**src/hw/scope_pkg.sv**
```systemverilog
// scope acquisition package
// sample, accumulator and config types shared by the channel stages
// plus the trigger comparator state encoding

package scope_pkg;

  ////////////////////
  // widths
  ////////////////////

  localparam int unsigned dwi = 14;  // adc sample width
  localparam int unsigned dwc = 17;  // decimation counter width
  localparam int unsigned dws = 4;   // sum shift width
  localparam int unsigned dwg = 16;  // gain width, 14 fraction bits

  localparam int unsigned gain_one = 16384;  // unity gain in Q2.14

  ////////////////////
  // types
  ////////////////////

  // one sample anywhere in the chain
  typedef logic signed [dwi-1:0] sample_t;

  // averaging accumulator, wide enough for 2**dwc samples
  typedef logic signed [dwi+dwc-1:0] sum_t;

  typedef logic [dwc-1:0] dec_t;   // decimation factor minus one
  typedef logic [dws-1:0] shr_t;   // right shift on the group sum
  typedef logic [dwg-1:0] gain_t;  // unsigned fixed point gain

  // hysteresis comparator state
  typedef enum logic [1:0] {
    st_unknown,  // nothing seen yet, no trigger allowed
    st_low,      // last decision was below the band
    st_high      // last decision was at or above level
  } trig_state_t;

endpackage

```
**src/hw/scope_calib.sv**
```systemverilog
// scope calibration stage
// adds a signed offset, scales by an unsigned Q2.14 gain
// and clamps the result to the sample range, registered output

`timescale 1ns/100ps

module scope_calib (
  input  logic               clk,       // clock
  input  logic               rstn,      // sync reset, active low
  // configuration
  input  scope_pkg::sample_t cfg_off,   // offset added before the gain
  input  scope_pkg::gain_t   cfg_gain,  // gain, 16384 is unity
  // stream input
  input  scope_pkg::sample_t sti_dat,
  input  logic               sti_vld,
  output logic               sti_rdy,
  // stream output
  output scope_pkg::sample_t sto_dat,
  output logic               sto_vld,
  input  logic               sto_rdy
);

  import scope_pkg::*;

  logic                      sti_trn;   // input transfer this cycle
  logic signed [dwi:0]       off_sum;   // sample plus offset, one guard bit
  logic signed [dwg:0]       gain_s;    // gain as a positive signed value
  logic signed [dwi+dwg+1:0] prod;      // full product
  logic signed [dwi+dwg+1:0] prod_shr;  // product back in sample scale
  logic        [dwg+2:0]     prod_hi;   // bits that must match the sign
  sample_t                   cal_sat;   // clamped result

  ////////////////////
  // handshake
  ////////////////////

  // take a sample when the register is empty or drains now
  assign sti_rdy = sto_rdy | ~sto_vld;
  assign sti_trn = sti_vld & sti_rdy;

  ////////////////////
  // arithmetic
  ////////////////////

  assign off_sum = (dwi+1)'(sti_dat) + (dwi+1)'(cfg_off);
  assign gain_s  = {1'b0, cfg_gain};  // zero extend, gain is unsigned
  assign prod    = (dwi+dwg+2)'(off_sum) * (dwi+dwg+2)'(gain_s);

  // arithmetic shift rounds toward minus infinity
  assign prod_shr = prod >>> $clog2(gain_one);
  assign prod_hi  = prod_shr[dwi+dwg+1:dwi-1];

  always_comb begin
    if (&prod_hi || ~|prod_hi) begin
      cal_sat = prod_shr[dwi-1:0];  // fits, plain truncation
    end else if (prod_shr[dwi+dwg+1]) begin
      cal_sat = {1'b1, {(dwi-1){1'b0}}};  // clamp to most negative
    end else begin
      cal_sat = {1'b0, {(dwi-1){1'b1}}};  // clamp to most positive
    end
  end

  ////////////////////
  // output register
  ////////////////////

  always_ff @(posedge clk) begin
    if (!rstn) begin
      sto_vld <= 1'b0;
    end else if (sti_trn) begin
      sto_vld <= 1'b1;
    end else if (sto_rdy) begin
      sto_vld <= 1'b0;  // held sample left, nothing new
    end
  end

  always_ff @(posedge clk) begin
    if (sti_trn) sto_dat <= cal_sat;
  end

  // held output must not change before it is taken
  a_dat_stable: assert property (@(posedge clk) disable iff (!rstn)
    sto_vld && !sto_rdy |=> $stable(sto_dat));

endmodule

```
**src/hw/scope_dec_avg.sv**
```systemverilog
// scope decimation stage
// keeps the last sample of every cfg_dec+1 samples, or sums the group,
// shifts the sum right and clamps it to the sample range

`timescale 1ns/100ps

module scope_dec_avg (
  input  logic               clk,      // clock
  input  logic               rstn,     // sync reset, active low
  input  logic               ctl_clr,  // sync clear of grouping state
  // configuration
  input  logic               cfg_avg,  // 1 average, 0 plain decimation
  input  scope_pkg::dec_t    cfg_dec,  // group length minus one
  input  scope_pkg::shr_t    cfg_shr,  // right shift on the group sum
  // stream input
  input  scope_pkg::sample_t sti_dat,
  input  logic               sti_vld,
  output logic               sti_rdy,
  // stream output
  output scope_pkg::sample_t sto_dat,
  output logic               sto_vld,
  input  logic               sto_rdy
);

  import scope_pkg::*;

  logic              sti_trn;  // input transfer
  logic              last;     // current sample closes the group
  logic              emit;     // write the output register this cycle
  dec_t              cnt;      // position inside the group
  sum_t              sum;      // running group sum
  sum_t              sum_nxt;  // sum including the current sample
  sum_t              avg_shr;  // scaled group sum
  logic [dwc:0]      avg_hi;   // bits that must match the sign
  sample_t           avg_sat;  // clamped average

  ////////////////////
  // handshake
  ////////////////////

  assign sti_rdy = sto_rdy | ~sto_vld;
  assign sti_trn = sti_vld & sti_rdy;

  assign last = (cnt == cfg_dec);
  assign emit = sti_trn & last & ~ctl_clr;  // a sample taken under clear is dropped

  ////////////////////
  // counter and accumulator
  ////////////////////

  // first sample of a group loads, later ones add
  assign sum_nxt = (cnt == '0) ? sum_t'(sti_dat) : sum + sum_t'(sti_dat);

  always_ff @(posedge clk) begin
    if (!rstn) begin
      cnt <= '0;
      sum <= '0;
    end else if (ctl_clr) begin
      cnt <= '0;  // next sample starts a new group
      sum <= '0;
    end else if (sti_trn) begin
      sum <= sum_nxt;
      if (last) cnt <= '0;
      else      cnt <= cnt + 1'b1;
    end
  end

  ////////////////////
  // scaling and saturation
  ////////////////////

  assign avg_shr = sum_nxt >>> cfg_shr;  // full group sum incl. last sample
  assign avg_hi  = avg_shr[dwi+dwc-1:dwi-1];

  always_comb begin
    if (&avg_hi || ~|avg_hi) begin
      avg_sat = avg_shr[dwi-1:0];
    end else if (avg_shr[dwi+dwc-1]) begin
      avg_sat = {1'b1, {(dwi-1){1'b0}}};  // negative overflow
    end else begin
      avg_sat = {1'b0, {(dwi-1){1'b1}}};  // positive overflow
    end
  end

  ////////////////////
  // output register
  ////////////////////

  always_ff @(posedge clk) begin
    if (!rstn) begin
      sto_vld <= 1'b0;
    end else if (emit) begin
      sto_vld <= 1'b1;
    end else if (sto_rdy) begin
      sto_vld <= 1'b0;
    end
  end

  always_ff @(posedge clk) begin
    if (emit) sto_dat <= cfg_avg ? avg_sat : sti_dat;
  end

  // counter stays inside the group, config is static
  a_cnt_range: assert property (@(posedge clk) disable iff (!rstn)
    cnt <= cfg_dec);

  // a pending output waits for the consumer
  a_vld_hold: assert property (@(posedge clk) disable iff (!rstn)
    sto_vld && !sto_rdy |=> sto_vld);

endmodule

```
**src/hw/scope_edge_trig.sv**
```systemverilog
// scope edge trigger stage
// hysteresis comparator against cfg_lvl, tags the sample that causes
// the selected low to high or high to low move, data passes unchanged

`timescale 1ns/100ps

module scope_edge_trig (
  input  logic               clk,      // clock
  input  logic               rstn,     // sync reset, active low
  input  logic               ctl_clr,  // sync clear of comparator state
  // configuration
  input  scope_pkg::sample_t cfg_lvl,  // threshold
  input  scope_pkg::sample_t cfg_hys,  // hysteresis, non-negative
  input  logic               cfg_neg,  // 1 falling edge, 0 rising edge
  // stream input
  input  scope_pkg::sample_t sti_dat,
  input  logic               sti_vld,
  output logic               sti_rdy,
  // stream output
  output scope_pkg::sample_t sto_dat,
  output logic               sto_trg,  // trigger tag on this sample
  output logic               sto_vld,
  input  logic               sto_rdy
);

  import scope_pkg::*;

  logic                sti_trn;  // input transfer
  logic signed [dwi:0] thr_lo;   // lower band edge, guard bit for overflow
  logic                above;    // at or above level
  logic                below;    // under the band
  logic                trg;      // selected edge on current sample
  trig_state_t         st;       // comparator state
  trig_state_t         st_nxt;

  ////////////////////
  // handshake
  ////////////////////

  assign sti_rdy = sto_rdy | ~sto_vld;
  assign sti_trn = sti_vld & sti_rdy;

  ////////////////////
  // comparator
  ////////////////////

  assign thr_lo = (dwi+1)'(cfg_lvl) - (dwi+1)'(cfg_hys);
  assign above  = (sti_dat >= cfg_lvl);
  assign below  = ((dwi+1)'(sti_dat) < thr_lo);

  // inside the band the state is kept
  always_comb begin
    st_nxt = st;
    if (above)      st_nxt = st_high;
    else if (below) st_nxt = st_low;
  end

  // leaving st_unknown never fires
  assign trg = cfg_neg ? (st == st_high && st_nxt == st_low)
                       : (st == st_low  && st_nxt == st_high);

  always_ff @(posedge clk) begin
    if (!rstn) begin
      st <= st_unknown;
    end else if (ctl_clr) begin
      st <= st_unknown;
    end else if (sti_trn) begin
      st <= st_nxt;
    end
  end

  ////////////////////
  // output register
  ////////////////////

  always_ff @(posedge clk) begin
    if (!rstn) begin
      sto_vld <= 1'b0;
      sto_trg <= 1'b0;
    end else if (sti_trn) begin
      sto_vld <= 1'b1;
      sto_trg <= trg & ~ctl_clr;  // no trigger out of a cleared state
    end else if (sto_rdy) begin
      sto_vld <= 1'b0;
      sto_trg <= 1'b0;  // tag goes with its sample
    end
  end

  always_ff @(posedge clk) begin
    if (sti_trn) sto_dat <= sti_dat;  // sample passes unchanged
  end

  a_trg_vld: assert property (@(posedge clk) disable iff (!rstn)
    sto_trg |-> sto_vld);

endmodule

```
**src/hw/scope_acq_top.sv**
```systemverilog
// scope acquisition channel top level
// calibration, decimation/averaging and edge trigger in a
// valid/ready pipeline, one output register per stage

`timescale 1ns/100ps

module scope_acq_top (
  input  logic               clk,       // clock
  input  logic               rstn,      // sync reset, active low
  input  logic               ctl_clr,   // clears grouping and trigger state
  // calibration config
  input  scope_pkg::sample_t cfg_off,
  input  scope_pkg::gain_t   cfg_gain,
  // decimation config
  input  logic               cfg_avg,
  input  scope_pkg::dec_t    cfg_dec,
  input  scope_pkg::shr_t    cfg_shr,
  // trigger config
  input  scope_pkg::sample_t cfg_lvl,
  input  scope_pkg::sample_t cfg_hys,
  input  logic               cfg_neg,
  // adc samples in
  input  scope_pkg::sample_t in_dat,
  input  logic               in_vld,
  output logic               in_rdy,
  // tagged samples out
  output scope_pkg::sample_t out_dat,
  output logic               out_trg,
  output logic               out_vld,
  input  logic               out_rdy
);

  import scope_pkg::*;

  sample_t cal_dat;  // calib -> dec_avg
  logic    cal_vld;
  logic    cal_rdy;
  sample_t dec_dat;  // dec_avg -> edge_trig
  logic    dec_vld;
  logic    dec_rdy;

  scope_calib calib (
    .clk      (clk),
    .rstn     (rstn),
    .cfg_off  (cfg_off),
    .cfg_gain (cfg_gain),
    .sti_dat  (in_dat),
    .sti_vld  (in_vld),
    .sti_rdy  (in_rdy),
    .sto_dat  (cal_dat),
    .sto_vld  (cal_vld),
    .sto_rdy  (cal_rdy)
  );

  scope_dec_avg dec_avg (
    .clk     (clk),
    .rstn    (rstn),
    .ctl_clr (ctl_clr),
    .cfg_avg (cfg_avg),
    .cfg_dec (cfg_dec),
    .cfg_shr (cfg_shr),
    .sti_dat (cal_dat),
    .sti_vld (cal_vld),
    .sti_rdy (cal_rdy),
    .sto_dat (dec_dat),
    .sto_vld (dec_vld),
    .sto_rdy (dec_rdy)
  );

  scope_edge_trig edge_trig (
    .clk     (clk),
    .rstn    (rstn),
    .ctl_clr (ctl_clr),
    .cfg_lvl (cfg_lvl),
    .cfg_hys (cfg_hys),
    .cfg_neg (cfg_neg),
    .sti_dat (dec_dat),
    .sti_vld (dec_vld),
    .sti_rdy (dec_rdy),
    .sto_dat (out_dat),
    .sto_trg (out_trg),
    .sto_vld (out_vld),
    .sto_rdy (out_rdy)
  );

endmodule

```
**config.mk**
```make
export PLATFORM = sky130hd
export DESIGN_NAME = scope_acq_top
export DESIGN_NICKNAME = d
export VERILOG_FILES = /design/src/hw/scope_pkg.sv /design/src/hw/scope_calib.sv /design/src/hw/scope_dec_avg.sv /design/src/hw/scope_edge_trig.sv /design/src/hw/scope_acq_top.sv
export SDC_FILE = /design/constraint.sdc
export NUM_CORES = 1
export LEC_CHECK = 0
export BUFFER_PORTS_ARGS = -buffer_cell sky130_fd_sc_hd__buf_2
export CORE_UTILIZATION = 64
export CTS_BUF_LIST = sky130_fd_sc_hd__clkbuf_16
export DETAILED_ROUTE_END_ITERATION = 7
export PLACE_DENSITY_LB_ADDON = 0.12
export SLEW_MARGIN = 20
export SYNTH_ARGS = -nofsm -noshare
export SYNTH_HDL_FRONTEND = slang
export SYNTH_HIERARCHICAL = 1
export SYNTH_SLANG_ARGS = --single-unit
export TNS_END_PERCENT = 20
```
**constraint.sdc**
```tcl
create_clock -name clk -period 9.5 [get_ports clk]
set_input_delay 0.475 -clock clk [delete_from_list [all_inputs] [get_ports clk]]
set_output_delay 0.475 -clock clk [all_outputs]
set_load 0.03 [all_outputs]
```
### Yosys cells after proc, flatten, opt, wreduce, memory -nomap -nowiden

Cells that the tools add are included.

* add/subtract/negate cells: 4
* $mul: 1
* magnitude comparators: 2
* eq/ne operators: 5
* shifts and indexed selects: 1
* multiplexer cells: 17
* bitwise logic cells: 14
* reductions and logical operators: 15

Operators with widths (number)
* 2-to-1 mux 14 bit: 5
* multiplier 15 x 17 -> 32 bit: 1
* adder 31 x 14 -> 31 bit: 1
* 2-to-1 mux 31 bit: 1
* >>> shifter 31 x 4 -> 31 bit: 1
* AND reduction 18 bit: 1
* OR reduction 18 bit: 1
* adder 17 x 1 -> 17 bit (second input constant): 1
* == test 17 bit: 1
* zero test 17 bit: 1
* 2-to-1 mux 17 bit: 1
* adder 14 x 14 -> 15 bit: 1
* less-than comparator 14 x 15 -> 1 bit: 1
* subtractor 14 x 14 -> 15 bit: 1
* >= comparator 14 bit: 1
* 2-to-1 mux 1 bit: 8
* AND 1 bit: 6
* nonzero test 2 bit: 3
* NOT 1 bit: 5
* AND reduction 5 bit: 1
* OR reduction 5 bit: 1
* == test 2 x 1 -> 1 bit (second input constant): 2
* == test 2 bit (second input constant): 2
* 2-to-1 mux 2 bit: 2
* 5 further kinds: 10

* register bits after elaboration: 96
* input port bits: 100
* logic and storage cells: 69

### Logic depth before layout (Yosys ltp)

* depth after elaboration: 9
* mapped depth: 35
* depth with buffers taken out: 33

### Hierarchy

The synthesis kept the hierarchy.

Modules (own cells, without submodules)
* scope_calib: times used 1, cells an instance 1006, area an instance 9001.1 um2, seq. area each 440.4 um2
* scope_dec_avg: times used 1, cells an instance 964, area an instance 7011.7 um2, seq. area each 1401.3 um2
* scope_edge_trig: times used 1, cells an instance 223, area an instance 1969.4 um2, seq. area each 500.5 um2

### Worst setup path before layout

OpenSTA, ideal clock, no wires.

* kind: input-to-reg
* start: input cfg_off[1]
* end: register calib.sto_dat[10] (data pin)
* library setup time: 257 ps
* data arrival time: 8071 ps
* data required time: 9243 ps
* path slack: 1172 ps
* stages: 31
* path buffers: 2
* path through: ha_1 a21o_1 a21oi_2 nand2b_1 a21boi_1 o311a_1 o31ai_4 or4b_1 o211ai_2 buf_4 nand2_1 fa_1 fa_1 inv_1 fa_1 fa_1 fa_1 inv_1 fa_1 inv_1 ha_1 a21oi_1 o211ai_1 a311o_1 a211oi_4 o21ai_2 a21oi_2 xnor2_1 o31ai_2 buf_4 o21ai_1

* cells in the longest elaborated chain, start to end: 6
* elaborated cells between the ends (all ways): 8

RTL lines
* start: declaration: RTL line scope_acq_top.sv:12 `input scope_pkg::sample_t cfg_off,`
* adder 14 x 14 -> 15 bit *: RTL line scope_calib.sv:45 `assign off_sum = (dwi+1)'(sti_dat) + (dwi+1)'(cfg_off);`
* multiplier 15 x 17 -> 32 bit *: RTL line scope_calib.sv:47 `assign prod = (dwi+dwg+2)'(off_sum) * (dwi+dwg+2)'(gain_s);`
* OR reduction 5 bit: RTL line scope_calib.sv:54 `if (&prod_hi || ~|prod_hi) begin`
* zero test 1 bit: RTL line scope_calib.sv:54
* logical OR 1 bit: RTL line scope_calib.sv:54
* 2-to-1 mux 14 bit *: RTL line scope_calib.sv:54
* named net calib.cal_sat[10]: RTL line scope_calib.sv:31 `sample_t cal_sat;`
* end signal: assignment: RTL line scope_calib.sv:78 `if (sti_trn) sto_dat <= cal_sat;`
* end: declaration: RTL line scope_calib.sv:18 `output scope_pkg::sample_t sto_dat,`

The timed path passes the listed nets; every way through them passes the cells marked *.
A chain may end at the register's enable or synchronous reset.

### Worst setup path after layout

* start: input cfg_off[1]
* end: register calib.sto_dat[0] (data pin)

The elaborated chain is that of the path after synthesis.

==> metrics.csv <==
stage,metric,value,unit
worst_setup_path,slowest stage cell on the critical path,fa_1,
floorplan,Starting Density,66.0,%
clocking,count of instances resized after the clock tree is built,0,
sta,count of final setup violators,0,
floorplan,die outline height,170,um
sta,final hold violation count,0,
yosys,number of standard cells after synthesis,2193,
yosys,syn_area_per_cell,8.20,um2
global_route,total routing resource utilization after global routing,34.3,%
sta,largest clock skew in the final design,16.1,ps
clocking,number of buffers between clock root and the deepest sink,2,
sta,clock period minus final worst setup slack,8930,ps
yosys,share of synthesized registers carrying an async set or reset,0,%
floorplan,number of I/O pins,117,
placed_design,last weighted congestion value of the routability-driven placer,0.960,
clocking,clock insertion delay at the later pin of the skew report,370,ps
final_layout,proportion of layout cells with a drive suffix above 1,9.82,%
global_route,via count of the first global-routing pass,16298,
yosys,syn nets,2674,
yosys,yosys warns,6,
sta,worst slew pin tran,1110,ps
final_layout,number of fill cells in the layout,2189,
placed_design,setup slack at placement,141,ps
route,number of DRC markers after the initial detailed-route iteration,1437,
clocking,clock slew at reported path FFs,80,ps
clocking,total CTS buffers,9,
yosys,Post-synth EDFFs,42,
yosys,cell area after technology mapping,0.0180,mm2
worst_setup_path,nature of the critical path startpoint,input port,
worst_setup_path,nature of the critical path endpoint,register,
sta,crit share post-route,94.0,%
worst_setup_path,Critical Path RT,9570,ps
worst_setup_path,maximum fanout along the worst path,16,
worst_setup_path,critical path data arrival time,9010,ps
global_route,antenna violations before repair,0,
sta,total count of max-transition violations in the final report,0,
hold_path,cell depth of the worst min-delay path,3,
yosys,cell types occupying the most area after synthesis,"fa_1 (20%), ha_1 (14%), edfxtp_1 (7.0%)",
placed_design,count of buffers inserted at the top-level ports,116,
worst_setup_path,capturing point of the worst reg2reg path,dec_avg/sto_dat[3],
yosys,sequential element share of the synthesized area,13.0,%
sta,Rel. slew slack,25.4,%
sta,post-route worst setup slack,568,ps
sta,post-route setup TNS,0,ps
sta,RSZ-0062 raised after global routing,no,
clocking,count of buffers added by post-CTS timing repair for setup,0,
global_route,pin count of the biggest net entering global routing,54,
worst_setup_path,startpoint of the worst register-to-register path,calib/sto_dat[13],
worst_setup_path,CP max stage delay,560,ps
global_route,GRT Residual Overflow,0,
yosys,unique cell type count in the Yosys netlist,96,
worst_setup_path,most numerous cell on the critical path,fa_1,
clocking,"Hold-fix buffers, CTS",0,
yosys,prevailing post-synth register cell,dfxtp_1,
final_layout,Finished Cell Area,0.0191,mm2
worst_setup_path,flop-to-flop setup slack,3750,ps
floorplan,Die Outline Area,0.0288,mm2
placed_design,Detailed Place HPWL,38.7,mm
route,Antenna Violating Nets Remaining,0,
yosys,area share of the largest cell type after synthesis,20.4,%
worst_setup_path,cell count of the worst reg-to-reg path,15,
final_layout,Final Net Count,2727,
flow_run,max-cap violations,0,
final_layout,number of antenna repair diodes,0,
clocking,Num Clock Sinks,96,
worst_setup_path,Setup Crit Path Kind,input port to register,
placed_design,cell area after placement,0.0188,mm2
yosys,cell taking the most area after synthesis,fa_1,
route,WL per Instance,18.2,um
route,aggregate routed wire length,47.7,mm
clocking,CTS tree,built,
global_route,first-pass GRT wire length,79.3,mm
floorplan,CORE AREA,0.0273,mm2
hold_path,hold path startpoint,in_vld,
floorplan,row count,60,
clocking,count of H-tree levels built during CTS,3,
hold_path,worst hold endpoint,calib/sto_vld,
final_layout,Syn-to-layout area delta,6.39,%
status,outcome,finished clean,
yosys,number of synthesized register bits,96,
route,Avg Vias per Cell,6.22,
route,remaining design rule violation count,0,
floorplan,die width,170,um
hold_path,Hold Path Class,input port to register,
sta,fmax,0.112,GHz
clocking,library cell used as clock root buffer,clkbuf_16,
route,via count,16320,
route,Detailed Routing Iterations Pass 1,6,
-- cells in the final DEF (no fill, tap or decap), types with 22 or more instances in the layout --
cell / n
and2_1: 84
nand2_1: 242
inv_1: 271
a21oi_1: 121
a31oi_1: 22
xor2_1: 45
buf_2: 116
dfxtp_1: 54
fa_1: 183
nand3_1: 33
edfxtp_1: 42
nand2b_1: 23
o21ai_0: 70
o211ai_1: 22
nand4_1: 46
ha_1: 198
a21o_1: 34
nor2_1: 178
a211oi_1: 43
nor3_1: 43
xnor2_1: 48
-- how the worst max path moves through the flow --
stage	start	endpoint	slack, ps	cells after the start
2_1_floorplan	cfg_off[1]	calib/sto_dat[10]	1170	31
3_3_place_gp	cfg_off[1]	calib/sto_dat[0]	410	30
3_5_place_dp	cfg_off[0]	calib/sto_dat[0]	140	34
4_1_cts	cfg_off[0]	calib/sto_dat[0]	530	34
5_1_grt	cfg_off[1]	calib/sto_dat[0]	60	30
6_report	cfg_off[1]	calib/sto_dat[0]	570	30
-- metrics by stage --
stage               instances  utilization (%)  hold WS (ps)
floorplan                2193                -           443
global placement         2607             69.0           456
detailed placement       2607             69.0           467
CTS                      2623             70.1           357
global route             2623             70.2           368
finish                   2623             70.2           367
-- logic make-up (layout without fill, tap and decap cells) --
family,Yosys count,after routing,synth area share (%)
AND/OR/NAND/NOR,747,747,20.1
AO/OA/AOI/OAI,471,471,17.9
adder cells (fa/ha/maj),381,381,34.1
buffers and inverters,368,426,7.81
flip-flops,96,96,13.0
XOR/XNOR,95,95,4.63
multiplexers,35,35,2.37
-- flip-flops by register name, summed over array words and instances, names as in the netlist --
register	cells
calib/sto_dat	14
calib/sto_vld	1
dec_avg/cnt	17
dec_avg/sto_dat	14
dec_avg/sto_vld	1
dec_avg/sum	31
edge_trig/st	2
edge_trig/sto_dat	14
edge_trig/sto_trg	1
edge_trig/sto_vld	1
-- cell usage after synthesis, drive strengths merged, types with 5 or more instances --
master and instances:
a31oi 22, xnor2 50, a21boi 11, a311oi 5
edfxtp 42, mux4 5, a211o 5, a221oi 7
clkbuf 81, mux2i 20, buf 14, o21bai 5
dfxtp 54, o22ai 9, o2bb2ai 6, a21oi 124
fa 183, nand4 46, a211oi 45, o31ai 9
o21a 17, or4 7, inv 272, nand3 33
nand2 243, o21ai 87, o211a 7, and2 86
and3 17, a2111oi 6, mux2 10, ha 198
nor2b 21, nor2 179, or2 15, nor4 11
nor3 43, xor2 45, or3 8, a21o 34
nand2b 24, o311ai 5, o211ai 23
-- critical path: cells and delay by family --
| family | cells | cell delay (ps) |
|---|---|---|
| buf+inv | 4 | 260 |
| xor+xnor | 1 | 180 |
| simple gates | 3 | 780 |
| fa+ha+maj | 8 | 3800 |
| compound gates | 14 | 3470 |
-- final cells by class --
| type | instances | area [um2] | share of cell area [%] |
|---|---|---|---|
| multi-input combinational | 1729 | 14300 | 74.5 |
| clock buffer | 9 | 225 | 1.18 |
| clock inverter | 7 | 75.1 | 0.392 |
| timing repair buffer | 137 | 738 | 3.86 |
| inverter | 273 | 1020 | 5.36 |
| sequential | 96 | 2340 | 12.2 |
| tap | 372 | 465 | 2.43 |
-- routing by layer --
layer	up-vias	GRT usage [%]	share of wire, %
li1	7650	-	-
met1	7839	42.5	41
met2	694	60.4	49
met3	137	4.45	6.6
met4	0	13.7	3.4
met5	-	0	0
Power is not shown: default switching activity piles up to over one toggle a cycle in this logic, so the estimate is an artifact.
